### src/source/dcache_params.svh
/* Geometry of the 512-byte direct-mapped data cache and the uncached I/O region.
   Included by the package and by every RTL file that sizes something from it */
`ifndef DCACHE_PARAMS_SVH
`define DCACHE_PARAMS_SVH

// Physical address width
`define DC_ADDR_W 32

// 32 lines of 16 bytes
`define DC_LINES 32
`define DC_LINE_BYTES 16
`define DC_LINE_W 128

// Address split, tag above index above byte offset
`define DC_TAG_W 6
`define DC_INDEX_W 5
`define DC_OFFSET_W 4

// Set in an address means uncached I/O
`define DC_IO_BASE_BIT 31

`endif
### src/source/dcache_pkg.sv
/* Types shared by the data cache: address views, requests, tag entries and
   the miss and uncached I/O request bundles */
`default_nettype none
`include "dcache_params.svh"

package dcache_pkg;

  // Lookup view of a physical address
  typedef struct packed {
    logic [`DC_ADDR_W-`DC_TAG_W-`DC_INDEX_W-`DC_OFFSET_W-1:0] upper;
    logic [`DC_TAG_W-1:0]                                     tag;
    logic [`DC_INDEX_W-1:0]                                   index;
    logic [`DC_OFFSET_W-1:0]                                  offset;
  } dc_addr_fields_t;

  // Raw word for I/O and arithmetic, fields for the cache lookup
  typedef union packed {
    logic [`DC_ADDR_W-1:0] raw;
    dc_addr_fields_t       f;
  } dc_addr_u;

  typedef struct packed {
    dc_addr_u    addr;
    logic [1:0]  size;   // 0 to 3 gives 1, 2, 4, 8 bytes
    logic [63:0] wdata;
  } dc_req_t;

  typedef struct packed {
    logic [`DC_TAG_W-1:0] tag;
    logic                 valid;
    logic                 dirty;
  } dc_tag_entry_t;

  typedef struct packed {
    logic                  miss;
    logic [`DC_ADDR_W-1:0] miss_addr;
    logic                  evict;
    logic [`DC_ADDR_W-1:0] evict_addr;
    logic [`DC_LINE_W-1:0] evict_data;
  } dc_miss_t;

  typedef struct packed {
    logic                  access;
    logic                  rw;       // 1 is a write
    logic [`DC_ADDR_W-1:0] addr;
    logic [31:0]           wr_data;
  } io_req_t;

  // Low-aligned byte enables of an access
  function automatic logic [7:0] dc_size_mask(input logic [1:0] size);
    logic [7:0] mask;
    case (size)
      2'd0:    mask = 8'h01;
      2'd1:    mask = 8'h03;
      2'd2:    mask = 8'h0f;
      default: mask = 8'hff;
    endcase
    return mask;
  endfunction

endpackage

`default_nettype wire

### src/source/dc_wr_data_gen.sv
/* Builds the data store write: a whole line on a fill, or the store bytes
   moved to their offset on a write hit */
`default_nettype none
`include "dcache_params.svh"

module dc_wr_data_gen
  import dcache_pkg::*;
(
  input  dc_req_t                   wr_req,
  input  logic                      second_half,
  input  logic                      wr_hit,
  input  logic                      miss_ack,
  input  logic [`DC_LINE_W-1:0]     data_fill,
  output logic [`DC_LINE_W-1:0]     wr_data,
  output logic [`DC_LINE_BYTES-1:0] wr_mask
);

  logic [7:0]                  byte_mask;
  logic [2*`DC_LINE_BYTES-1:0] mask_span;
  logic [2*`DC_LINE_W-1:0]     data_span;

  assign byte_mask = dc_size_mask(wr_req.size);

  // Two lines wide so the part past the line end lands in the upper half
  assign mask_span = {{(2*`DC_LINE_BYTES-8){1'b0}}, byte_mask} << wr_req.addr.f.offset;
  assign data_span = {{(2*`DC_LINE_W-64){1'b0}}, wr_req.wdata}
                     << {wr_req.addr.f.offset, 3'b000};

  always_comb begin
    if (miss_ack) begin
      wr_data = data_fill;
      wr_mask = '1;
    end else if (wr_hit) begin
      if (second_half) begin
        wr_data = data_span[2*`DC_LINE_W-1:`DC_LINE_W];
        wr_mask = mask_span[2*`DC_LINE_BYTES-1:`DC_LINE_BYTES];
      end else begin
        wr_data = data_span[`DC_LINE_W-1:0];
        wr_mask = mask_span[`DC_LINE_BYTES-1:0];
      end
    end else begin
      wr_data = data_span[`DC_LINE_W-1:0];
      wr_mask = '0;
    end
  end

endmodule

`default_nettype wire

### config.mk
export PLATFORM = sky130hd
export DESIGN_NAME = dc_wr_data_gen
export DESIGN_NICKNAME = d
export VERILOG_FILES = /design/src/source/dcache_pkg.sv /design/src/source/dc_wr_data_gen.sv
export VERILOG_INCLUDE_DIRS = /design/src /design/src/source
export SDC_FILE = /design/constraint.sdc
export NUM_CORES = 1
export LEC_CHECK = 0
export ABC_CLOCK_PERIOD_IN_PS = 3500
export BUFFER_PORTS_ARGS = -buffer_cell sky130_fd_sc_hd__buf_2
export CAP_MARGIN = 20
export CORE_AREA = 2 2 146 148
export DETAILED_ROUTE_END_ITERATION = 10
export DIE_AREA = 0 0 148 150
export GPL_ROUTABILITY_DRIVEN = 0
export PLACE_DENSITY = 0.59
export SYNTH_ARGS = -nofsm -noshare
export SYNTH_HDL_FRONTEND = slang
export SYNTH_SLANG_ARGS = --single-unit
### constraint.sdc
create_clock -name vclk -period 3.5
set_input_delay 0.7 -clock vclk [all_inputs]
set_output_delay 0.7 -clock vclk [all_outputs]
set_load 0.1 [all_outputs]
== Word-level counts from Yosys, hierarchy flattened ==
Cells that the tools add are included.

* Bits of input ports: 229
* Memory bits (read-only): 0
* Memories kept: 0
* Output and inout bits: 144
* Bits in latches: 0
* Word-level logic and storage cells: 12
* Register bits: 0
* Bits in writable memories: 0

* Add/sub/neg operators: 0
* Shifts and indexed selects: 2
* Multiplexer cells: 7
* Divide/modulo/power cells: 0
* Bitwise operators: 0
* $lt $le $gt $ge: 0
* Multipliers: 0
* Reductions and logical operators: 1
* Eq/ne operators: 2

{| class="wikitable"
|+ Operator list
! kind !! count
|-
| $mux 128 || 3
|-
| $shl 64x7->256 || 1
|-
| $mux 16 || 3
|-
| $shl 8x4->32 || 1
|-
| $pmux 8 s3 || 1
|-
| $eq 2x1->1 const B || 1
|-
| $eq 2x2->1 const B || 1
|-
| $logic_not 2->1 || 1
|}

== Logic depth before layout (Yosys ltp) ==
* Word-level depth: 6
* Depth in mapped cells: 8
* Depth with buffers taken out: 4

== Worst setup path before layout ==
No wires, ideal clock.

* Path type: input -> output
* Start point: input wr_req[66] (netlist name)
* End point: output wr_data[44]
* Data required time: 2.800 ns
* Path buffers: 3
* Cell stages on the path: 7
* Arrival time: 3.795 ns
* Slack: -0.995 ns
* Cell sequence: buf_6 > buf_2 > buf_4 > mux2i_1 > nor3_1 > nor3_1 > o31ai_1

* Word-level cells in the longest chain between the ends: 4

{| class="wikitable"
|+ RTL lines
! what !! RTL line !! text
|-
| from (decl) || dc_wr_data_gen.sv:9 || <nowiki>input dc_req_t wr_req,</nowiki>
|-
| $shl 64x7->256 (*) || dc_wr_data_gen.sv:26 || <nowiki>assign data_span = {{(2*`DC_LINE_W-64){1'b0}}, wr_req.wdata}</nowiki>
|-
| $mux 128 || dc_wr_data_gen.sv:34 || <nowiki>if (second_half) begin</nowiki>
|-
| $mux 128 (*) || dc_wr_data_gen.sv:33 || <nowiki>end else if (wr_hit) begin</nowiki>
|-
| $mux 128 (*) || dc_wr_data_gen.sv:30 || <nowiki>if (miss_ack) begin</nowiki>
|-
| to (decl) || dc_wr_data_gen.sv:14 || <nowiki>output logic [`DC_LINE_W-1:0] wr_data,</nowiki>
|}

Mark *: on every way between the ends. The rest lies on a longest branch, timed or not.

== Worst setup path in the final report ==
* Start point: input wr_req[67] (netlist name)
* End point: output wr_data[46]

Same word-level chain as after synthesis.

==> results_dict.tcl <==
set metrics [dict create \
    start_kind "input port" \
    seq_cell_count 0 \
    fillers 2021 \
    worst_pin_slew_ns 0.759 \
    area.growth.synth_to_final_pct 102 \
    grt_antenna_before_repair 11 \
    ys_seq_area_share_pct 0 \
    dpl.hpwl_microns 25700 \
    yosys_warnings 0 \
    core_region_area_sq_um 20700 \
    fin_setup_tns_ns 0 \
    grt_pass1_vias 7317 \
    leakage_nw 4.39 \
    multi_input_area_sq_um 4730 \
    rsz0062_at_grt "no" \
    hold_path.class "input port to output pin" \
    dp_slack_ns 0.0894 \
    path_class "input port to output pin" \
    synthTopCellsByArea "mux2i_1, o221ai_1, a221o_1" \
    vias 7520 \
    setup_viol 0 \
    num-clock-buffers 0 \
    status "finished clean" \
    grt_max_degree 80 \
    syn_nets 908 \
    drive_above_1_share_pct 50.1 \
    max_slew_margin_pct 48.6 \
    grt_pass1_wl_microns 45200 \
    grt_overflow_total 0 \
    drt-initial-drc-count 687 \
    slew_viol_final 0 \
    track_usage_pct 26.5 \
    die_h_microns 150 \
    seq_area_sq_um 0 \
    postCtsHoldBufs 0 \
    powerDensity_nw_per_um2 269 \
    ant_nets 0 \
    final_nets 1256 \
    synth_area_sq_um 4790 \
    finalWirelength_microns 31100 \
    initial_utilization_pct 23.1 \
    dieArea_sq_um 22200 \
    io_buffer_count 345 \
    route.detailed.drc 0 \
    synthCells 679 \
    dr.pass1.iters 7 \
    worstSetupEndpointType "output pin" \
    cp.required_ns 2.80 \
    min_period_ns 3.42 \
    hold_viol 0 \
    critPathArrivalTime_ns 2.72 \
    wl_per_cell_microns 23.7 \
    via_per_inst 5.74 \
    io_pins 373 \
    synthDistinctLibCells 57 \
    most-common-layout-cells "buf_2, buf_12, nand2_1" \
    cp_max_fo 25 \
    max_cap_viol_count 0 \
    yosys.area.top_type "mux2i_1" \
    synth_top_area_share_pct 18.8 \
    die_w_microns 148 \
    mostFrequentLayoutCell "buf_2" \
    num_rows 53 \
    post-route-period-util_pct 97.6 \
    max_freq_mhz 293 \
    ir_drop_mv 0.153 \
    synth_area_per_cell_sq_um 7.05 \
    fin_ws_ns 0.0830 \
]
==> synth_stat cells, types with 3 or more instances <==
cell type	number
nand2_1	98
mux2i_1	90
nor2_1	56
o221ai_1	54
a221o_1	38
clkbuf_1	32
buf_2	24
inv_1	22
a21oi_1	20
a222oi_1	16
a2bb2oi_1	12
and2_1	12
nand2b_1	12
nor3_1	12
and3_1	11
a22oi_1	10
a21o_1	9
a31oi_1	9
mux2_1	9
mux2_2	9
mux4_2	9
o21ai_1	9
o22ai_1	9
a22o_1	8
buf_4	8
o22a_1	8
a221oi_1	7
nand3_1	6
o31ai_1	6
buf_6	5
o21ai_0	5
a211o_1	3
a211oi_1	3
buf_1	3
nor2b_1	3
nor3_2	3
nor4_1	3
o21a_1	3
==> area by class of cell <==
type / instances / share of cell area, %
timing repair buffer: 418 / 46.2
antenna: 10 / 0.259
multi-input combinational: 584 / 49.1
tap: 275 / 3.57
inverter: 23 / 0.895
==> per-stage QoR <==
step	power [mW]	instance area, sq um	cells	utilization (%)	hold slack, ns
floorplan	1.59	5180	679	-	1.72
global placement	2.58	9610	1299	46.5	1.78
detailed placement	2.59	9610	1299	46.5	1.78
CTS	2.59	9610	1299	46.5	1.78
global route	2.68	9630	1305	46.6	1.79
finish	2.60	9650	1310	46.6	1.78
==> power by group <==
part           internal, mW  leakage (nW)  switching, mW
clock network   0.000000382     0.0000634              0
registers                 0             0              0
logic                 0.905          4.39           1.69
==> layer usage <==
metal	GRT usage [%]	vias to the layer above	share of wire [%]
li1	-	3430	-
met4	5.90	4	2.5
met3	5.12	47	9.0
met1	32.4	3601	38
met5	0	-	0.087
met2	47.8	438	50
==> cell families after synthesis <==
group | count (synthesis) | synth area share, %
fa+ha+maj | 2 | 0.418
mux | 118 | 27.6
simple gates | 227 | 22.0
compound gates | 237 | 40.5
buf+inv | 95 | 9.49
==> what timing repair did <==
action | 4_1_cts | 5_1_grt
endpoints found under the setup margin | 0 | 9
resized for setup | 0 | 1
hold endpoints to repair | 0 | 0
setup buffers | 0 | 0
==> final timing paths <==
| kind | slack, ns | from | depth (start not counted) | endpoint |
|---|---|---|---|---|
| setup / recovery | 0.08 | wr_req[67] | 6 | wr_data[46] |
| hold / removal | 1.78 | data_fill[101] | 4 | wr_data[101] |
==> worst max-delay path: stages <==
cell      delay (ns)
buf_4           0.20
buf_12          0.20
nand2b_1        0.34
o311ai_1        0.76
a221o_1         0.32
buf_12          0.18
Power figures use the tool's default switching activity.
