==> config.mk <==
export PLATFORM = sky130hd
export DESIGN_NAME = dc_tag_store
export DESIGN_NICKNAME = d
export VERILOG_FILES = /design/src/source/dcache_pkg.sv /design/src/source/dc_tag_store.sv
export VERILOG_INCLUDE_DIRS = /design/src /design/src/source
export SDC_FILE = /design/constraint.sdc
export NUM_CORES = 1
export LEC_CHECK = 0
export BUFFER_PORTS_ARGS = -buffer_cell sky130_fd_sc_hd__clkbuf_2
export CORE_UTILIZATION = 63
export CTS_CLUSTER_SIZE = 24
export DETAILED_ROUTE_END_ITERATION = 7
export MAX_ROUTING_LAYER = met4
export PLACE_DENSITY_LB_ADDON = 0.08
export SYNTH_ARGS = -nofsm -noshare
export SYNTH_HDL_FRONTEND = slang
export SYNTH_SLANG_ARGS = --single-unit
==> constraint.sdc <==
create_clock -name clk -period 1.69 [get_ports clk]
set_clock_uncertainty 0.05 [all_clocks]
set_input_delay 0 -clock clk [delete_from_list [all_inputs] [get_ports clk]]
set_output_delay 0 -clock clk [all_outputs]
set_load 0.02 [all_outputs]
==> src/source/dcache_params.svh <==
/* Geometry of the 512-byte direct-mapped data cache and the uncached I/O region.
   Included by the package and by every RTL file that sizes something from it */
`ifndef DCACHE_PARAMS_SVH
`define DCACHE_PARAMS_SVH

// Physical address width
`define DC_ADDR_W 32

// 32 lines of 16 bytes
`define DC_LINES 32
`define DC_LINE_BYTES 16
`define DC_LINE_W 128

// Address split, tag above index above byte offset
`define DC_TAG_W 6
`define DC_INDEX_W 5
`define DC_OFFSET_W 4

// Set in an address means uncached I/O
`define DC_IO_BASE_BIT 31

`endif
==> src/source/dcache_pkg.sv <==
/* Types shared by the data cache: address views, requests, tag entries and
   the miss and uncached I/O request bundles */
`default_nettype none
`include "dcache_params.svh"

package dcache_pkg;

  // Lookup view of a physical address
  typedef struct packed {
    logic [`DC_ADDR_W-`DC_TAG_W-`DC_INDEX_W-`DC_OFFSET_W-1:0] upper;
    logic [`DC_TAG_W-1:0]                                     tag;
    logic [`DC_INDEX_W-1:0]                                   index;
    logic [`DC_OFFSET_W-1:0]                                  offset;
  } dc_addr_fields_t;

  // Raw word for I/O and arithmetic, fields for the cache lookup
  typedef union packed {
    logic [`DC_ADDR_W-1:0] raw;
    dc_addr_fields_t       f;
  } dc_addr_u;

  typedef struct packed {
    dc_addr_u    addr;
    logic [1:0]  size;   // 0 to 3 gives 1, 2, 4, 8 bytes
    logic [63:0] wdata;
  } dc_req_t;

  typedef struct packed {
    logic [`DC_TAG_W-1:0] tag;
    logic                 valid;
    logic                 dirty;
  } dc_tag_entry_t;

  typedef struct packed {
    logic                  miss;
    logic [`DC_ADDR_W-1:0] miss_addr;
    logic                  evict;
    logic [`DC_ADDR_W-1:0] evict_addr;
    logic [`DC_LINE_W-1:0] evict_data;
  } dc_miss_t;

  typedef struct packed {
    logic                  access;
    logic                  rw;       // 1 is a write
    logic [`DC_ADDR_W-1:0] addr;
    logic [31:0]           wr_data;
  } io_req_t;

  // Low-aligned byte enables of an access
  function automatic logic [7:0] dc_size_mask(input logic [1:0] size);
    logic [7:0] mask;
    case (size)
      2'd0:    mask = 8'h01;
      2'd1:    mask = 8'h03;
      2'd2:    mask = 8'h0f;
      default: mask = 8'hff;
    endcase
    return mask;
  endfunction

endpackage

`default_nettype wire

==> src/source/dc_tag_store.sv <==
/* Tag, valid and dirty bits for the 32 cache lines. Read combinationally at
   the current index, written at the clock edge */
`default_nettype none
`include "dcache_params.svh"

module dc_tag_store
  import dcache_pkg::*;
(
  input  logic                   clk,
  input  logic                   arst_n,
  input  logic [`DC_INDEX_W-1:0] index,
  input  logic                   wr,
  input  dc_tag_entry_t          data_in,
  output dc_tag_entry_t          data_out
);

  dc_tag_entry_t entries [`DC_LINES];

  // Every line starts invalid and clean
  always_ff @(posedge clk or negedge arst_n) begin
    if (!arst_n) begin
      for (int i = 0; i < `DC_LINES; i++) begin
        entries[i] <= '0;
      end
    end else if (wr) begin
      entries[index] <= data_in;
    end
  end

  assign data_out = entries[index];

endmodule

`default_nettype wire

## Yosys cells after proc, flatten, opt, wreduce, memory -nomap -nowiden

Cells that the tools add are included.
W data, S select, Z words.

- Input port bits: 16
- Bits in registers: 256
- Logic and storage cells: 106
- Output and inout port bits: 8

- Bitwise logic cells: 1
- Order comparisons: 2
- Reduce and logical (&&, ||, !) cells: 1
- Mux-type cells: 6

Operator list:

| kind | count |
|---|---|
| $bwmux W256 | 1 |
| $bmux W8 S5 | 1 |
| $demux W8 S5 | 1 |
| $mux W8 | 3 |
| $ge A6 B6 Y1 const B | 1 |
| $lt A6 B1 Y1 const B | 1 |
| $not A5 Y6 | 1 |
| $logic_and A1 B1 Y1 | 1 |

## Longest topological paths before layout

- Word-level depth: 6
- Gate-level depth with buffers: 7

## Least setup slack after synthesis

No wires, ideal clock.

- Path type: input -> register
- Start point: input index[1]
- End point: register entries[152] (netlist bit)
- Stages: 5
- Path buffers: 2
- Data required time: 1.515 ns
- Arrival: 1.294 ns
- Setup slack: 0.221 ns
- Setup time: 0.125 ns
- Cells stage by stage: buf_2 or3b_1 buf_2 nor3_4 mux2_2

- Word-level cells in the longest chain between the ends: 6

RTL lines:

| element | line | RTL |
|---|---|---|
| start, declared | dc_tag_store.sv:11 | `` input logic [`DC_INDEX_W-1:0] index, `` |
| $not A5 Y6 (not written as such) (*) | dc_tag_store.sv:26 | `entries[index] <= data_in;` |
| $ge A6 B6 Y1 (not written as such) / $lt A6 B1 Y1 (equally long branches) | dc_tag_store.sv:26 |  |
| $logic_and A1 B1 Y1 (not written as such) | dc_tag_store.sv:26 |  |
| $mux W8 (not written as such) | dc_tag_store.sv:26 |  |
| $demux W8 S5 (*) | dc_tag_store.sv:26 |  |
| $bwmux W256 (*) | dc_tag_store.sv:26 |  |
| end signal, assigned by index | dc_tag_store.sv:26 |  |
| end, declared | dc_tag_store.sv:17 | `` dc_tag_entry_t entries [`DC_LINES]; `` |

Mark *: on every way between the ends. The rest lies on a longest branch, timed or not.
A chain may end at the register's enable or synchronous reset.

==> PnR_summary.wiki <==
{| class="wikitable"
! Metric !! Value
|-
| Count of standard-cell rows || 50
|-
| Post-synth ARST share || 100%
|-
| Number of flops mapped to enable cells by yosys || 0
|-
| #FFs+latches synth || 256
|-
| Start point of the worst hold path || wr
|-
| Violated checks || setup timing
|-
| Worst R2R End || entries[181]
|-
| First-pass GRT wire length || 47.6 mm
|-
| Post-synthesis sequential area ratio || 53.4%
|-
| Via count of the first global-routing pass || 8,208
|-
| F_max || 491 MHz
|-
| Startpoint Class || flip-flop
|-
| Root Driver || sky130_fd_sc_hd__clkbuf_16
|-
| Cell with the most instances after synthesis || sky130_fd_sc_hd__dfrtp_1
|-
| Hold Path Class || in -> reg
|-
| Cells taking the most area after synthesis || sky130_fd_sc_hd__dfrtp_1 53%, sky130_fd_sc_hd__mux2_2 23%, sky130_fd_sc_hd__mux2i_1 11%
|-
| Worst setup margin || -0.346 ns
|-
| Critical Path, Cell by Cell || mux2i_1, o22ai_1, nor4_2, nand2_1, clkbuf_8
|-
| Number of buffers on the longest clock path || 3
|-
| Cells after Synth || 856
|-
| Number of nets produced by synthesis || 872
|-
| Data required time at the worst endpoint || 1.64 ns
|-
| Transition time at the pin with the least slew margin || between 0.8 and 0.9 ns
|-
| Count of distinct cell types in the synthesized netlist || 34
|-
| Clock sink count || 256
|-
| Synthesis-to-finish area growth || 17.3%
|-
| Arrival time of data at the critical path endpoint || 1.99 ns
|-
| Initial cell density of the core || 64.1%
|-
| Number of flip-flops under the largest register name || roughly 260
|-
| Per-instance average area after synthesis || 14.0 sq um
|-
| Cell accounting for the most synthesized area || sky130_fd_sc_hd__dfrtp_1
|-
| Final Routed Wirelength || 29.9 mm
|-
| Hold WS || 0.131 ns
|-
| Biggest registers after layout || entries: 256 flops
|-
| Top-area cell type share of the netlist area || 53.4%
|-
| Period utilisation layout || 120%
|-
| Maximum capacitance violations || 0
|-
| Slack of the worst reg-to-reg path || 0.72 ns
|-
| Register with the most flip-flops || entries
|-
| Static leakage power || 0.00650 uW
|-
| I/O pin total || 24
|-
| Max incr delay on CP || 0.37 ns
|-
| DRT antenna net count || 0
|-
| Status || finished with violations
|-
| DIE AREA || roughly 20,000 sq um
|-
| Worst path buffer plus inverter count || 1
|-
| Skew-Pair Late Insertion Delay || 0.53 ns
|-
| Slowest-stage cell, CP || sky130_fd_sc_hd__dfrtp_1
|-
| Via count || 7,662
|-
| Total number of yosys warnings || 0
|-
| Cell area after synthesis || 12,000 sq um
|-
| Core Box Area || approximately 19,000 sq um
|-
| Post-detailed-route DRC marker count || 0
|-
| Highest net fanout along the worst path || 2
|-
| Top flip-flop cell by instance count after synthesis || sky130_fd_sc_hd__dfrtp_1
|-
| Unrepaired setup endpoints after global routing || yes
|-
| Routed length per instance || 25.5 microns
|-
| H-tree depth || 1
|-
| CTS clk-pin slew, worst paths || 0.06 ns
|-
| Filler instances || 1,168
|-
| Nets@finish || 940
|-
| # port buffers || 23
|-
| Max_slew headroom || 43.6%
|-
| Final total power || about 16,000 uW
|-
| CP Capture Type || primary output
|-
| Post-layout min period || 2.04 ns
|-
| Overall global routing resource usage || 33.1%
|-
| Final Setup Violations || 8
|-
| Number of pins with negative max-slew slack in the final report || 0
|-
| Initial antenna violation count || 0
|-
| Remaining Overflow, GRT || 0
|-
| CTS buffer count || 27
|-
| Maximum number of pins on one net before global-route repair || 57
|-
| Cell class contributing the biggest share of worst-path delay || simple AND/OR/NAND/NOR gates
|-
| Y dimension of the die || 140 microns
|-
| Proportion of layout cells with a drive suffix above 1 || 48.0%
|-
| Synth top cells by count || 256 x sky130_fd_sc_hd__dfrtp_1, 245 x sky130_fd_sc_hd__mux2_2, 128 x sky130_fd_sc_hd__mux2i_1
|-
| CTS tree || yes
|-
| Hold path endpoint || entries[7]
|-
| Number of cells on the worst hold path || 4
|-
| Start of the worst register-to-register path || entries[181]
|-
| Final GP Congestion || 0.887
|-
| Starting DRT DRC Count || 492
|-
| Setup CP Type || reg -> out
|-
| Worst VDD drop || 0.918 mV
|-
| Ratio of total power to cell area || 1170 nW/um^2
|-
| HPWL Detailed || 19.9 mm
|-
| Post-DR vias/cell || 6.52
|-
| Width of the die || 140 microns
|-
| Pre-Repair DR Iteration Count || 5
|-
| Final hold violation count || 0
|-
| Logic depth of the worst register-to-register path || 2
|}
==> cell families (layout without fill, tap and decap cells) <==
kind of cell	after synthesis	after routing	synth area share, %
flip-flops	256	256	53.4
buffers and inverters	63	147	2.48
AO/OA/AOI/OAI	64	64	3.34
AND/OR/NAND/NOR	89	89	6.03
other	0	1	0
multiplexers	384	384	34.7
==> how the worst max path moves through the flow <==
| stage | slack [ns] | cells after the start | start | endpoint |
|---|---|---|---|---|
| after floorplan | 0.22 | 5 | index[1] | entries[152] |
| after global placement | -0.32 | 8 | index[1] | data_out[1] |
| after detailed placement | -0.33 | 8 | index[1] | data_out[3] |
| after CTS | -0.34 | 6 | entries[67] | data_out[3] |
| after global routing | -0.37 | 5 | entries[98] | data_out[2] |
| final | -0.35 | 5 | entries[98] | data_out[2] |
==> cells in the final DEF, fill, tap and decap left out, types with 8 or more instances in the layout <==
cell	count
sky130_fd_sc_hd__clkbuf_2	14
sky130_fd_sc_hd__mux2_2	245
sky130_fd_sc_hd__mux2_1	11
sky130_fd_sc_hd__clkbuf_16	27
sky130_fd_sc_hd__buf_12	15
sky130_fd_sc_hd__clkbuf_8	10
sky130_fd_sc_hd__clkbuf_1	9
sky130_fd_sc_hd__buf_4	62
sky130_fd_sc_hd__mux2i_2	9
sky130_fd_sc_hd__nor4_4	8
sky130_fd_sc_hd__dfrtp_1	256
sky130_fd_sc_hd__nand2_1	15
sky130_fd_sc_hd__nor2_4	9
sky130_fd_sc_hd__o22ai_2	9
sky130_fd_sc_hd__mux2i_1	118
sky130_fd_sc_hd__o22ai_1	54
==> layer usage <==
layer	track usage [%]	routed length (microns)
met4	8.04	561
met2	50.7	14100
met3	6.19	1790
met1	46.0	13500
met5	-	0
==> worst reg2reg max path, cell delays in order (launching register included) <==
cell                      delay [ns]
sky130_fd_sc_hd__dfrtp_1        0.39
sky130_fd_sc_hd__buf_4          0.14
sky130_fd_sc_hd__mux2_2         0.27
==> through the flow <==
| stage | TNS (ns) | cells | instance area, sq um | utilization [%] | setup WS (ns) |
|---|---|---|---|---|---|
| 2_1_floorplan | 0 | 856 | 12000 | - | 0.221 |
| 3_3_place_gp | -1.43 | 1128 | 12900 | 68.9 | -0.316 |
| 3_5_place_dp | -1.42 | 1128 | 12900 | 68.9 | -0.333 |
| 4_1_cts | -2.37 | 1175 | 13900 | 74.6 | -0.340 |
| 5_1_grt | -2.71 | 1174 | 14100 | 75.2 | -0.369 |
| 6_report | -2.27 | 1175 | 14100 | 75.2 | -0.346 |
==> timing repair <==
item	in CTS	in global routing
gates cloned	0	0
setup buffers	2	2
pin swaps	20	17
gates resized for setup	36	26
endpoints found under the hold margin	256	0
setup endpoints to repair	8	8
hold buffers	2	0
==> power breakdown <==
group	switching [uW]	internal [uW]	total, uW
clock	2310	3290	5590
combinational	1330	1580	2910
sequential	647	7330	7970
==> final cells by class <==
class,instances,area (sq um),area share [%]
sequential,256,6410,45.5
multi-input combinational,537,5570,39.6
timing repair buffer,102,977,6.94
clock buffer,41,778,5.53
tap,234,293,2.08
clock inverter,4,45.0,0.320
antenna,1,2.50,0.0178
Note: power is estimated with default switching activity, not from simulation.
