### src/source/dcache_params.svh
/* Geometry of the 512-byte direct-mapped data cache and the uncached I/O region.
   Included by the package and by every RTL file that sizes something from it */
`ifndef DCACHE_PARAMS_SVH
`define DCACHE_PARAMS_SVH

// Physical address width
`define DC_ADDR_W 32

// 32 lines of 16 bytes
`define DC_LINES 32
`define DC_LINE_BYTES 16
`define DC_LINE_W 128

// Address split, tag above index above byte offset
`define DC_TAG_W 6
`define DC_INDEX_W 5
`define DC_OFFSET_W 4

// Set in an address means uncached I/O
`define DC_IO_BASE_BIT 31

`endif
### src/source/dcache_pkg.sv
/* Types shared by the data cache: address views, requests, tag entries and
   the miss and uncached I/O request bundles */
`default_nettype none
`include "dcache_params.svh"

package dcache_pkg;

  // Lookup view of a physical address
  typedef struct packed {
    logic [`DC_ADDR_W-`DC_TAG_W-`DC_INDEX_W-`DC_OFFSET_W-1:0] upper;
    logic [`DC_TAG_W-1:0]                                     tag;
    logic [`DC_INDEX_W-1:0]                                   index;
    logic [`DC_OFFSET_W-1:0]                                  offset;
  } dc_addr_fields_t;

  // Raw word for I/O and arithmetic, fields for the cache lookup
  typedef union packed {
    logic [`DC_ADDR_W-1:0] raw;
    dc_addr_fields_t       f;
  } dc_addr_u;

  typedef struct packed {
    dc_addr_u    addr;
    logic [1:0]  size;   // 0 to 3 gives 1, 2, 4, 8 bytes
    logic [63:0] wdata;
  } dc_req_t;

  typedef struct packed {
    logic [`DC_TAG_W-1:0] tag;
    logic                 valid;
    logic                 dirty;
  } dc_tag_entry_t;

  typedef struct packed {
    logic                  miss;
    logic [`DC_ADDR_W-1:0] miss_addr;
    logic                  evict;
    logic [`DC_ADDR_W-1:0] evict_addr;
    logic [`DC_LINE_W-1:0] evict_data;
  } dc_miss_t;

  typedef struct packed {
    logic                  access;
    logic                  rw;       // 1 is a write
    logic [`DC_ADDR_W-1:0] addr;
    logic [31:0]           wr_data;
  } io_req_t;

  // Low-aligned byte enables of an access
  function automatic logic [7:0] dc_size_mask(input logic [1:0] size);
    logic [7:0] mask;
    case (size)
      2'd0:    mask = 8'h01;
      2'd1:    mask = 8'h03;
      2'd2:    mask = 8'h0f;
      default: mask = 8'hff;
    endcase
    return mask;
  endfunction

endpackage

`default_nettype wire

### src/source/dc_rd_data_gen.sv
/* Forms mem_rd_data: bytes of the line shifted down to bit 0, the two halves
   of a line-crossing read joined, or the I/O word on its acknowledge */
`default_nettype none
`include "dcache_params.svh"

module dc_rd_data_gen
  import dcache_pkg::*;
(
  input  logic                  clk,
  input  logic                  arst_n,
  input  logic [`DC_LINE_W-1:0] line_data,
  input  dc_req_t               rd_req,
  input  logic                  second_half,
  input  logic                  rd_hit,
  input  logic [31:0]           io_rd_data,
  input  logic                  io_ack,
  output logic [63:0]           mem_rd_data
);

  logic [7:0]              byte_mask;
  logic [63:0]             size_mask;
  logic [`DC_LINE_W-1:0]   low_shift;
  logic [`DC_LINE_W-1:0]   high_shift;
  logic [`DC_OFFSET_W:0]   head_bytes;
  logic [63:0]             first_q;
  logic [63:0]             joined;

  assign byte_mask = dc_size_mask(rd_req.size);

  always_comb begin
    for (int i = 0; i < 8; i++) begin
      size_mask[i*8 +: 8] = {8{byte_mask[i]}};
    end
  end

  // First line: requested bytes moved down to byte 0
  assign low_shift = line_data >> {rd_req.addr.f.offset, 3'b000};

  // Second line: its bytes go above those taken from the first line
  assign head_bytes = (`DC_OFFSET_W+1)'(`DC_LINE_BYTES) - {1'b0, rd_req.addr.f.offset};
  assign high_shift = line_data << {head_bytes, 3'b000};
  assign joined     = first_q | high_shift[63:0];

  always_ff @(posedge clk or negedge arst_n) begin
    if (!arst_n) begin
      first_q <= '0;
    end else if (rd_hit && !second_half) begin
      first_q <= low_shift[63:0];
    end
  end

  always_comb begin
    if (io_ack) begin
      mem_rd_data = {32'b0, io_rd_data};
    end else if (second_half) begin
      mem_rd_data = joined & size_mask;
    end else begin
      mem_rd_data = low_shift[63:0] & size_mask;
    end
  end

endmodule

`default_nettype wire

### config.mk
export PLATFORM = sky130hd
export DESIGN_NAME = dc_rd_data_gen
export DESIGN_NICKNAME = d
export VERILOG_FILES = /design/src/source/dcache_pkg.sv /design/src/source/dc_rd_data_gen.sv
export VERILOG_INCLUDE_DIRS = /design/src /design/src/source
export SDC_FILE = /design/constraint.sdc
export NUM_CORES = 1
export LEC_CHECK = 0
export BUFFER_PORTS_ARGS = -buffer_cell sky130_fd_sc_hd__buf_2
export CORE_MARGIN = 2
export CORE_UTILIZATION = 53
export DETAILED_ROUTE_END_ITERATION = 6
export HOLD_SLACK_MARGIN = 0.02
export PLACE_DENSITY_LB_ADDON = 0.08
export SLEW_MARGIN = 20
export SYNTH_ARGS = -nofsm -noshare
export SYNTH_HDL_FRONTEND = slang
export SYNTH_SLANG_ARGS = --single-unit
### constraint.sdc
create_clock -name clk -period 4.5 [get_ports clk]
set_input_delay 0.675 -clock clk [delete_from_list [all_inputs] [get_ports clk]]
set_output_delay 0.675 -clock clk [all_outputs]
set_load 0.03 [all_outputs]
== After elaboration in Yosys (flattened, before gate mapping) ==
Cells that the tools add are included.

* $add $sub $neg: 1
* Equality and inequality tests: 2
* Shift operators: 2
* Mux-type cells: 3
* Bitwise operators: 3
* Reductions and logical operators: 3

{| class="wikitable"
|+ Operator list
! cell !! number
|-
| 64-bit bitwise AND || 2
|-
| 64-bit two-way mux || 2
|-
| 128-bit by 8-bit << shifter with 64-bit output || 1
|-
| 128-bit by 7-bit right shift with 64-bit output || 1
|-
| 64-bit OR || 1
|-
| 8-bit case mux with 3 select lines || 1
|-
| 5-bit by 4-bit subtractor with 5-bit output, first input constant || 1
|-
| 2-bit by 1-bit equality test with 1-bit output, second input constant || 1
|-
| 2-bit equality test, second input constant || 1
|-
| 2-bit zero test || 1
|-
| 1-bit logical AND || 1
|-
| 1-bit zero test || 1
|}

* Flip-flop bits (word level): 64
* Input port bits: 263
* Output and inout bits: 64
* Logic and storage cells: 15

== Logic depth before layout (Yosys ltp) ==
* Depth after elaboration: 6
* Gate-level depth with buffers: 14
* Gate-level depth less buffers: 7

== Worst setup path before layout ==
Ideal clock, no wire load.

* Kind: input -> output
* Start: in rd_req[66] in the netlist's numbering
* End: out mem_rd_data[32]
* Arrival: 3,668 ps
* Data required time: 3,825 ps
* Setup slack: 157 ps
* Stages: 12
* Cell sequence: buf_6 -> buf_6 -> inv_1 -> buf_2 -> buf_1 -> ha_1 -> buf_2 -> buf_4 -> nor2_1 -> a21boi_0 -> a211oi_1 -> o32ai_1

* Word-level cells in the longest chain between the ends: 6
* Elaborated cells between the ends (all ways): 8
* Those cells by class: 1 x add/sub; 2 x shift; 2 x mux; 3 x bitwise

{| class="wikitable"
|+ RTL lines
! what !! RTL line !! text
|-
| start, declared || dc_rd_data_gen.sv:12 || <nowiki>input dc_req_t rd_req,</nowiki>
|-
| 5-bit by 4-bit subtractor with 5-bit output || dc_rd_data_gen.sv:40 || <nowiki>assign head_bytes = (`DC_OFFSET_W+1)'(`DC_LINE_BYTES) - {1'b0, rd_req.addr.f.offset};</nowiki>
|-
| 128-bit by 8-bit << shifter with 64-bit output || dc_rd_data_gen.sv:41 || <nowiki>assign high_shift = line_data << {head_bytes, 3'b000};</nowiki>
|-
| 64-bit OR || dc_rd_data_gen.sv:42 || <nowiki>assign joined = first_q | high_shift[63:0];</nowiki>
|-
| 64-bit bitwise AND || dc_rd_data_gen.sv:56 || <nowiki>mem_rd_data = joined & size_mask;</nowiki>
|-
| 64-bit two-way mux * || dc_rd_data_gen.sv:55 || <nowiki>end else if (second_half) begin</nowiki>
|-
| 64-bit two-way mux * || dc_rd_data_gen.sv:53 || <nowiki>if (io_ack) begin</nowiki>
|-
| end, declared || dc_rd_data_gen.sv:17 || <nowiki>output logic [63:0] mem_rd_data</nowiki>
|}

Every way passes the cells marked *; elsewhere a longest branch is shown, timed or not.

== Final worst setup path ==
* Start: in rd_req[67] in the netlist's numbering
* End: out mem_rd_data[17]

Same word-level chain as after synthesis.

==> results.md <==
* Setup-failing EPs final at 0
* Remaining DRCs at 2
* Overall Power at 2949 µW
* Crit Reg-Reg Endpoint: first_q[21]
* CTS tree: built
* Most common cell in the netlist: nand2_1
* CTS H-tree lvls at 3
* R2R depth at 1
* Setup Skew at 0 ns
* Yosys Warn Count at 0
* Largest family of logic cells by synthesized area: multiplexers
* PD cells at 249.5 nW/µm²
* Placed cells at 1587
* Largest register by flop count: first_q
* FF-to-FF setup slack at 3.72 ns
* Post-synthesis xor/xnor area fraction at 0.0008715
* Port Buffers at 234
* Vias at 11.66k
* RSZ-0062 raised after global routing: no
* Post-Layout Inst Area at 11820 µm²
* Per-cell routed wire length at 27.87 µm
* Register area share after synthesis at 0.1594
* Share of cells above drive strength 1 at 0.3426
* Post-synthesis mux area share at 0.3673
* Die width at 141.7 µm
* Worst rel slew slack at 0.2468
* Area fraction in and, or, nand and nor cells after synthesis at 0.1602
* Grt ovf at 0
* Max FFs per register at 64
* Initial Util at 0.5391
* Worst slew pin tran at 1.129 ns
* Row cnt at 50
* Postcts setup bufs at 0
* Max-Cap Viols at 0
* Final period util at 0.8865
* Number of global-route vias before repair at 10.68k
* WP data required at 3.83 ns
* Mapped Cells at 1169
* Die area at 20080 µm²
* Ports at 327
* TritonCTS Buffers at 9
* DPL Wire Length at 33.07 mm
* Post-Synth Adder-Cell Area at 0.001245
* Synth area leaders: mux4_2 18%, dfrtp_1 16%, mux2i_1 12%, nand2_1 6.8%, mux2_2 5.5%
* DRT Pass-1 Iters at 7
* Filler cell count at 1664
* CTS-repair resized insts at 0
* # diodes at 0
* CP Capture Type: output port
* Leakage Power at 0.005173 µW
* Antenna violations before repair at 1
* GP Congestion at 0.9928
* Tmin final at 3.989 ns
* Clk_lat worst skew at 0.35 ns
* Critical Path Start Type: input port
* Synth cell count leaders: 182 x nand2_1, 125 x mux2i_1, 94 x nor2_1
* Post-Syn Nets at 1433
* Syn Area/Cell at 8.597 µm²
* Fin Setup TNS at 0 ns
* Post-DP Area at 11500 µm²
* Top-area cell type share of the netlist area at 0.1770
* Final Max Tran Viols at 0
* Area growth from synthesis to layout at 17.64%
* Biggest regs: first_q (64)
* Count of different cell masters after synthesis at 72
* First DRT Iteration DRCs at 1710
* ANT nets after route at 0
* Clk buf depth at 2
* Leading area contributor after synthesis: mux4_2
* Die Span Y at 141.7 µm
* Critical R2R Launch: first_q[21]
* Clock Sinks at 64
* Total Routing Usage GR at 0.4418
* Via/cell ratio at 7.273
* Compound-Gate Fraction of Synth Area at 0.2464
* Mapped Area at 10050 µm²
* Fmax at 0.2507 GHz
* Crit Path Max Fanout at 17
* DRT Wirelength at 44.68 mm
* Hold-fix buffers, CTS at 0
* Core footprint at 18640 µm²
* Clock Tree Root: clkbuf_16
* Max IR drop VDD at 0.0001966 V
* WP data arrival at 3.31 ns
* Outcome: complete, but fails checks
* Commonest register cell after synthesis: dfrtp_1
* Seq cells post-synth at 64
* Final Hold Fails at 0
* Post-synth EDFFs at 0
* Failing checks: design-rule violations
* Hold WC Path Type: input port to async pin
* Kind of critical path: input port to output port
* Non-filler instance count after layout at 1603
* Post-layout nets at 1628
* Pin count of the biggest net entering global routing at 76
* First-pass GRT wire length at 66.90 mm
* Ys async rst share at 1.000
* Clock Pin Slew Worst Setup and Hold Paths at 0.06 ns
[worst max-delay path by stage]
stage / from / endpoint / slack, ns / depth (start not counted)
2_1_floorplan: rd_req[66] / mem_rd_data[32] / 0.16 / 12
3_3_place_gp: rd_req[67] / mem_rd_data[17] / 0.68 / 11
3_5_place_dp: rd_req[67] / mem_rd_data[17] / 0.62 / 11
4_1_cts: rd_req[67] / mem_rd_data[17] / 0.62 / 11
5_1_grt: rd_req[67] / mem_rd_data[17] / 0.45 / 11
6_report: rd_req[67] / mem_rd_data[17] / 0.51 / 11
[layer usage]
metal  track usage  wire (µm)  share of wire
met4        0.2037       2234          0.050
met2        0.6536      19240           0.43
met3       0.08910       6236           0.14
met1        0.6238      16950           0.38
met5             0         11        0.00025
[stage by stage]
step | setup WS (ns) | hold WS (ns) | util
final | 0.5106 | 0.3950 | 0.6342
after floorplan | 0.1574 | 0.3794 | -
after CTS | 0.6161 | 0.4025 | 0.6339
after global routing | 0.4537 | 0.4421 | 0.6342
after global placement | 0.6789 | 0.4537 | 0.6166
after detailed placement | 0.6224 | 0.4643 | 0.6166
[final cells by class]
cell class | instances | area, µm² | share of cell area
multi-input combinational | 979 | 7829 | 0.6622
timing repair buffer | 300 | 1740 | 0.1472
sequential | 64 | 1602 | 0.1355
tap | 234 | 292.8 | 0.02476
clock buffer | 9 | 225.2 | 0.01905
clock inverter | 7 | 96.34 | 0.008149
inverter | 10 | 37.54 | 0.003175
[logic make-up (layout without fill, tap and decap cells)]
| logic type | count (synthesis) | count (layout) |
|---|---|---|
| AOI/OAI and AO/OA | 350 | 350 |
| xor gates and xnor gates | 1 | 1 |
| adders and majority gates | 1 | 1 |
| buffers and inverters | 126 | 326 |
| DFF | 64 | 64 |
| muxes | 258 | 258 |
| and+or+nand+nor | 369 | 369 |
[report_power, final]
part           internal [µW]  leakage (µW)  switching, µW  total (µW)
Combinational            564       0.00423            852        1420
Sequential               671      0.000798           56.6         728
Clock                    486      0.000148            320         806
[worst max-delay path, stage by stage]
cell and delay, ns:
buf_4 0.22, inv_1 0.09, ha_2 0.38, buf_4 0.32, nor2b_1 0.11, buf_4 0.19, a22oi_1 0.53, nor3_1 0.16
o31ai_1 0.30, o21ai_0 0.13, buf_2 0.19
[cell usage in the layout, fill, tap and decap left out, types with 13 or more instances in the layout]
master,Yosys,layout
mux2_2,49,49
a211oi_1,19,19
nor3_1,24,24
a22o_1,24,24
mux4_2,79,79
buf_4,17,63
nand2_1,182,181
buf_2,34,231
o32ai_1,19,19
mux2i_1,125,125
a2bb2oi_1,13,13
a22oi_1,16,16
nor2_1,94,93
o31ai_1,17,17
a221oi_1,14,14
dfrtp_1,64,64
nand3_1,13,13
a21oi_1,52,52
o21ai_0,80,80
Power figures use the tool's default switching activity.
