<file path="config.mk">
export PLATFORM = sky130hd
export DESIGN_NAME = dc_data_store
export DESIGN_NICKNAME = d
export VERILOG_FILES = /design/src/source/dc_data_store.sv
export VERILOG_INCLUDE_DIRS = /design/src /design/src/source
export SDC_FILE = /design/constraint.sdc
export NUM_CORES = 2
export LEC_CHECK = 0
export BUFFER_PORTS_ARGS = -buffer_cell sky130_fd_sc_hd__buf_2
export CELL_PAD_IN_SITES_DETAIL_PLACEMENT = 2
export CELL_PAD_IN_SITES_GLOBAL_PLACEMENT = 2
export CORE_MARGIN = 3
export CORE_UTILIZATION = 52
export DETAILED_ROUTE_END_ITERATION = 7
export GPL_ROUTABILITY_DRIVEN = 0
export GPL_TIMING_DRIVEN = 0
export PLACE_DENSITY_LB_ADDON = 0.1
export SYNTH_ARGS = -nofsm -noshare
export SYNTH_HDL_FRONTEND = slang
export SYNTH_SLANG_ARGS = --single-unit
</file>
<file path="constraint.sdc">
create_clock -name clk -period 6.1 [get_ports clk]
set_clock_uncertainty 0.15 [all_clocks]
set_input_delay 1.22 -clock clk [delete_from_list [all_inputs] [get_ports clk]]
set_output_delay 1.22 -clock clk [all_outputs]
set_load 0.01 [all_outputs]
</file>
<file path="src/source/dcache_params.svh">
/* Geometry of the 512-byte direct-mapped data cache and the uncached I/O region.
   Included by the package and by every RTL file that sizes something from it */
`ifndef DCACHE_PARAMS_SVH
`define DCACHE_PARAMS_SVH

// Physical address width
`define DC_ADDR_W 32

// 32 lines of 16 bytes
`define DC_LINES 32
`define DC_LINE_BYTES 16
`define DC_LINE_W 128

// Address split, tag above index above byte offset
`define DC_TAG_W 6
`define DC_INDEX_W 5
`define DC_OFFSET_W 4

// Set in an address means uncached I/O
`define DC_IO_BASE_BIT 31

`endif
</file>
<file path="src/source/dc_data_store.sv">
/* Line data of the cache. One line is read combinationally and any set of
   its bytes is written at the clock edge */
`default_nettype none
`include "dcache_params.svh"

module dc_data_store (
  input  logic                     clk,
  input  logic [`DC_INDEX_W-1:0]   index,
  input  logic [`DC_LINE_BYTES-1:0] wr_mask,
  input  logic [`DC_LINE_W-1:0]    wr_data,
  output logic [`DC_LINE_W-1:0]    rd_data
);

  logic [`DC_LINE_W-1:0] lines [`DC_LINES];

  // Per-byte enables, a fill sets all of them
  always_ff @(posedge clk) begin
    for (int b = 0; b < `DC_LINE_BYTES; b++) begin
      if (wr_mask[b]) begin
        lines[index][b*8 +: 8] <= wr_data[b*8 +: 8];
      end
    end
  end

  assign rd_data = lines[index];

endmodule

`default_nettype wire

</file>
==> results of run 1 <==
synth_stat cells, types with 2 or more instances:
| library cell | count | area [sq um] |
|---|---|---|
| sky130_fd_sc_hd__nand2b_1 | 2 | 12.5 |
| sky130_fd_sc_hd__nand4bb_1 | 6 | 67.6 |
| sky130_fd_sc_hd__buf_1 | 19 | 71.3 |
| sky130_fd_sc_hd__nor4_1 | 256 | 1600 |
| sky130_fd_sc_hd__nor2_1 | 25 | 93.8 |
| sky130_fd_sc_hd__nand2_1 | 131 | 492 |
| sky130_fd_sc_hd__nand4b_1 | 4 | 35.0 |
| sky130_fd_sc_hd__o22ai_1 | 1024 | 6410 |
| sky130_fd_sc_hd__and2_1 | 512 | 3200 |
| sky130_fd_sc_hd__edfxtp_1 | 4096 | 123000 |
| sky130_fd_sc_hd__nor2_2 | 4 | 25.0 |
| sky130_fd_sc_hd__nand3b_1 | 2 | 15.0 |
| sky130_fd_sc_hd__or3b_1 | 2 | 17.5 |
| sky130_fd_sc_hd__clkbuf_1 | 301 | 1130 |
| sky130_fd_sc_hd__or4b_1 | 4 | 40.0 |
| sky130_fd_sc_hd__buf_2 | 214 | 1070 |
| sky130_fd_sc_hd__buf_4 | 8 | 60.1 |
| sky130_fd_sc_hd__nor3_2 | 4 | 40.0 |
| sky130_fd_sc_hd__mux2i_1 | 2048 | 20500 |
kinds of logic after synthesis:
kind of cell,synth area share
compound gates,0.0406
mux,0.130
flops,0.779
simple gates,0.0359
buf+inv,0.0148
metrics by stage:
stage / hold WS [ns] / std cells / setup TNS, ns / area, sq um / worst slack (ns)
2_1_floorplan: 1.17 / 8668 / 0 / 158000 / 1.96
3_3_place_gp: 1.56 / 12901 / -326.74 / 164000 / -1.33
==> impl_table.tex, run 1 <==
\begin{tabular}{lr}
\hline
Metric & Value \\
\hline
\multicolumn{2}{l}{\textbf{Outcome}} \\
Outcome & aborted with a tool error \\
Failing step & detailed placement \\
Stop err & [ERROR DPL-0033] detailed placement checks failed during check placement. \\
\multicolumn{2}{l}{\textbf{Yosys}} \\
Post-synthesis average cell area & roughly 18 sq um \\
Cell area after technology mapping & $\sim$160000 sq um \\
Count of synthesis-stage warnings from yosys & 0 \\
Count of state elements after synthesis & $\sim$4100 \\
Share of flip-flops with an asynchronous set or reset after synthesis & 0 \\
Share of the yosys chip area belonging to registers & 0.779 \\
Cells after synthesis & slightly below 9000 \\
Predominant post-synthesis flop cell & sky130\_fd\_sc\_hd\_\_edfxtp\_1 \\
Post-synth EDFFs & just over 4000 \\
Distinct cells, synth & 25 \\
Post-Syn Nets & about 8800 \\
\multicolumn{2}{l}{\textbf{Die}} \\
Initial standard-cell utilization of the core & 0.525 \\
Die height & $\sim$560 um \\
Width of the die & about 560 um \\
Top-Level Pins & between 200 and 300 \\
Total number of placement rows & about 200 \\
\multicolumn{2}{l}{\textbf{Placed design}} \\
Number of buffers added on ports & roughly 280 \\
Detail Placement HPWL & around 440000 um \\
\hline
\end{tabular}
==> run 2: changes to the inputs <==
CELL_PAD_IN_SITES_DETAIL_PLACEMENT = default   (was 2)
CELL_PAD_IN_SITES_GLOBAL_PLACEMENT = default   (was 2)
CORE_UTILIZATION = 40   (was 52)
PLACE_DENSITY_LB_ADDON = 0.15   (was 0.1)
==> run 2 against run 1 <==
The flow now finishes, with violations (capacitance limit, slew limit, setup timing). Area after synthesis unchanged. Synthesized cell count unchanged.
==> impl_table.tex, run 2 <==
\begin{tabular}{lr}
\hline
Metric & Value \\
\hline
\multicolumn{2}{l}{\textbf{Outcome}} \\
Outcome & finished, violations left \\
Failing checks & capacitance limit, slew limit, setup timing \\
\multicolumn{2}{l}{\textbf{Clock tree}} \\
Post-CTS Setup Inserts & 0 \\
Clock buffers created by TritonCTS & approximately 440 \\
Clock tree from TritonCTS & done \\
Clk slew on worst S/H paths & $\sim$0.060 ns \\
Library cell used as clock root buffer & sky130\_fd\_sc\_hd\_\_clkbuf\_16 \\
CTS sink count & 4096 \\
Number of buffers on the longest clock path & 4 \\
CTS hold repair buffers & 0 \\
H-Tree Depth & 5 \\
\multicolumn{2}{l}{\textbf{Worst setup path}} \\
Number of buffer and inverter stages on the critical path & 5 \\
Max Fanout on Critical Path & 10 \\
Most repeated library cell on the critical path & sky130\_fd\_sc\_hd\_\_buf\_2 \\
Type of destination of the critical path & output pin \\
Cell-by-cell listing of the critical path & buf\_2 > buf\_2 > or4b\_1 > buf\_2 > clkdlybuf4s15\_1 > o22ai\_1 > nor4\_1 > nand2\_1 > buf\_2 \\
Data arrival time of the critical path & between 4 and 5 ns \\
Crit Path Category & in -> out \\
CP startpoint & index[3] \\
Critical path data required time & between 4 and 5 ns \\
Type of element launching the critical path & input port \\
CP delay by family, top & buffers and inverters \\
Cell at the slowest stage of the critical path & sky130\_fd\_sc\_hd\_\_clkdlybuf4s15\_1 \\
CP peak stage delay & between 0.9 and 1 ns \\
\multicolumn{2}{l}{\textbf{Die}} \\
Total number of placement rows & 230 (+14\%) \\
Die Footprint & approximately 400000 sq um \\
Width of the die & 634 um (+14\%) \\
Core area & between 300000 and 400000 sq um \\
Initial standard-cell utilization of the core & 0.402 (-0.123) \\
Die height & 634 um (+14\%) \\
Top-Level Pins & 278 (unchanged) \\
\multicolumn{2}{l}{\textbf{Global route}} \\
Met2 track demand over resource & 0.381 \\
Initial antenna violation count & around 90 \\
Pin count of the biggest net entering global routing & 33 \\
Remaining global-route overflow & 0 \\
First-pass GRT wire length & 643000 um \\
Met3 track utilization from global routing & 0.0375 \\
Met1 Use GR & 0.302 \\
Busiest grt layer & met2 \\
Via count of the first global-routing pass & roughly 84000 \\
Total routing resource utilization after global routing & 0.228 \\
\multicolumn{2}{l}{\textbf{Pwr}} \\
Psw & 13.1 mW \\
Leakage & $\sim$63 nW \\
Net Sw Frac & 0.218 \\
Worst vdd ir & 0.254 mV \\
Clock share of power & 0.429 \\
Sequential power share & 0.521 \\
Internal Pwr Total & between 40 and 50 mW \\
Power per standard cell area & 333 nW/um\^{}2 \\
Combinational share of power & 0.051 \\
\multicolumn{2}{l}{\textbf{STA}} \\
Setup-violating endpoint count in the final report & 2 \\
Period utilisation layout & 1.00 \\
Final count of pins violating max slew & 8 \\
Slew of the pin with the lowest slew margin & 1.51 ns \\
Setup ws final & -0.00317 ns \\
Hold Fails Final Rpt & 0 \\
Highest Clock Rate & 164 MHz \\
Max-slew headroom & -0.00899 \\
Total Negative Setup Slacks & -0.00582 ns \\
Minimum clock period after layout & around 6 ns \\
\multicolumn{2}{l}{\textbf{Worst hold path}} \\
Hold Crit Endpoint & lines[31][20] \\
Worst hold start & wr\_data[20] \\
Number of cells on the worst hold path & 1 \\
Worst Hold Class & in -> reg \\
\multicolumn{2}{l}{\textbf{Cells and area}} \\
Most flops, register & lines \\
Leading cell type in the layout, fill and taps excluded & sky130\_fd\_sc\_hd\_\_edfxtp\_1 \\
Area Overhead vs Synth & 14.8\% \\
Total Nets Final & 9577 \\
Registers with the highest flip-flop counts & lines x4096 \\
Post-route cell area & roughly 180000 sq um \\
Number of fillers in the final layout & about 33000 \\
Flip-flop count of the largest register after layout & between 4000 and 5000 \\
Proportion of layout cells with a drive suffix above 1 & 0.127 \\
Most frequent cells in the layout & 4096 x sky130\_fd\_sc\_hd\_\_edfxtp\_1, 2048 x sky130\_fd\_sc\_hd\_\_mux2i\_1, 1024 x sky130\_fd\_sc\_hd\_\_o22ai\_1, 512 x sky130\_fd\_sc\_hd\_\_and2\_1, 481 x sky130\_fd\_sc\_hd\_\_buf\_2 \\
\multicolumn{2}{l}{\textbf{Yosys}} \\
Cell types with the largest area share after synthesis & sky130\_fd\_sc\_hd\_\_edfxtp\_1 78\%, sky130\_fd\_sc\_hd\_\_mux2i\_1 13\%, sky130\_fd\_sc\_hd\_\_o22ai\_1 4.1\%, sky130\_fd\_sc\_hd\_\_and2\_1 2.0\%, sky130\_fd\_sc\_hd\_\_nor4\_1 1.0\% \\
Count of state elements after synthesis & 4096 (unchanged) \\
Post-synthesis average cell area & 18.2 sq um (unchanged) \\
Dominant cell by count in the synthesized netlist & sky130\_fd\_sc\_hd\_\_edfxtp\_1 \\
Predominant post-synthesis flop cell & sky130\_fd\_sc\_hd\_\_edfxtp\_1 \\
Count of synthesis-stage warnings from yosys & 0 (unchanged) \\
Commonest cells post-synth & 4096 x sky130\_fd\_sc\_hd\_\_edfxtp\_1, 2048 x sky130\_fd\_sc\_hd\_\_mux2i\_1, 1024 x sky130\_fd\_sc\_hd\_\_o22ai\_1 \\
Post-synth EDFFs & 4096 (unchanged) \\
Share of the synthesized area in the top cell type & 0.779 (unchanged) \\
Post-Syn Nets & 8818 (unchanged) \\
Share of flip-flops with an asynchronous set or reset after synthesis & 0 (unchanged) \\
Cell area after technology mapping & 158000 sq um (unchanged) \\
Share of the yosys chip area belonging to registers & 0.779 (unchanged) \\
Distinct cells, synth & 25 (unchanged) \\
Largest area contributor in the synthesized netlist & sky130\_fd\_sc\_hd\_\_edfxtp\_1 \\
Cells after synthesis & 8668 (unchanged) \\
\multicolumn{2}{l}{\textbf{Drt}} \\
Initial DRC Count & between 7000 and 8000 \\
Drt total wl & 467000 um \\
Vias after detailed routing & roughly 83000 \\
Routed Antenna Nets & 0 \\
Routed vias/inst & 5.51 \\
First-pass iteration count of the detailed router & 6 \\
Wire length per cell & 31.0 um \\
Post-route DRC violation count & 0 \\
\multicolumn{2}{l}{\textbf{Placed design}} \\
Post-Place Cell Area & about 170000 sq um \\
Detail Placement HPWL & 332000 um (-24\%) \\
Number of buffers added on ports & 275 (unchanged) \\
\multicolumn{2}{l}{\textbf{Job}} \\
Number of maximum-capacitance constraint violations & 1 \\
\hline
\end{tabular}
==> run 2: cell counts after synthesis <==
No cell type changed its count.
==> run 2: metal layers <==
layer  share of wire  up-vias  routed length [um]
met5         0.00014        -                  66
met4           0.034       12               15700
met3           0.064      649               29700
met2            0.49     2733              228000
met1            0.42    43153              194000
li1                -    36607                   -
==> run 2: through the flow <==
| stage | worst slack [ns] | util | std cells | hold WS (ns) | power (mW) |
|---|---|---|---|---|---|
| after global placement | -2.13 | 0.422 | 14163 | 1.58 | 35.0 |
| after detailed placement | -0.688 | 0.425 | 14210 | 1.60 | 35.1 |
| after global routing | -0.00251 | 0.461 | 15018 | 0.602 | 62.1 |
| final | -0.00317 | 0.462 | 15092 | 0.613 | 60.3 |
| after CTS | 0.00257 | 0.461 | 14992 | 0.528 | 60.8 |
| after floorplan | 1.96 | - | 8668 | 1.17 | 33.4 |
==> run 2: area by class of cell <==
class / instances / area (sq um) / area share
Sequential cell: 4096 / 123000 / 0.678
Multi-Input combinational cell: 4029 / 32800 / 0.181
Clock buffer: 533 / 11400 / 0.0627
Tap cell: 5220 / 6530 / 0.0360
Clock inverter: 249 / 2600 / 0.0143
Buffer: 543 / 2450 / 0.0135
Timing Repair Buffer: 322 / 2310 / 0.0127
Antenna cell: 100 / 250 / 0.00138
==> run 2: logic make-up (layout without fill, tap and decap cells) <==
family | after synthesis | in the layout | synth area share
DFF | 4096 | 4096 | 0.779
muxes | 2048 | 2048 | 0.130
AOI/OAI and AO/OA | 1024 | 1024 | 0.0406
and+or+nand+nor | 957 | 957 | 0.0359
buffers and inverters | 543 | 1647 | 0.0148
other | 0 | 100 | 0
==> run 2: worst max path at each step <==
stage | end | depth (start not counted) | slack, ns
finish | rd_data[125] | 9 | -0.003
global route | rd_data[26] | 8 | -0.003
CTS | rd_data[125] | 9 | 0.003
detailed placement | rd_data[60] | 8 | -0.69
global placement | rd_data[60] | 9 | -2.13
floorplan | rd_data[111] | 8 | 1.96
==> run 2: power groups by stage <==
stage / Clock (mW) / Sequential (mW) / Combinational (mW)
2_1_floorplan: 0 / 32.0 / 1.42
6_report: 25.9 / 31.4 / 3.05
5_1_grt: 27.4 / 31.4 / 3.23
3_3_place_gp: 0 / 32.0 / 3.00
3_5_place_dp: 0 / 32.0 / 3.08
4_1_cts: 26.3 / 31.4 / 3.10
==> run 2: repair_timing <==
action | in CTS | in global routing
endpoints found under the setup margin | 45 | 12
resized for setup | 36 | 8
pin swaps | 0 | 0
No activity file was read; power rests on OpenSTA's default activity.
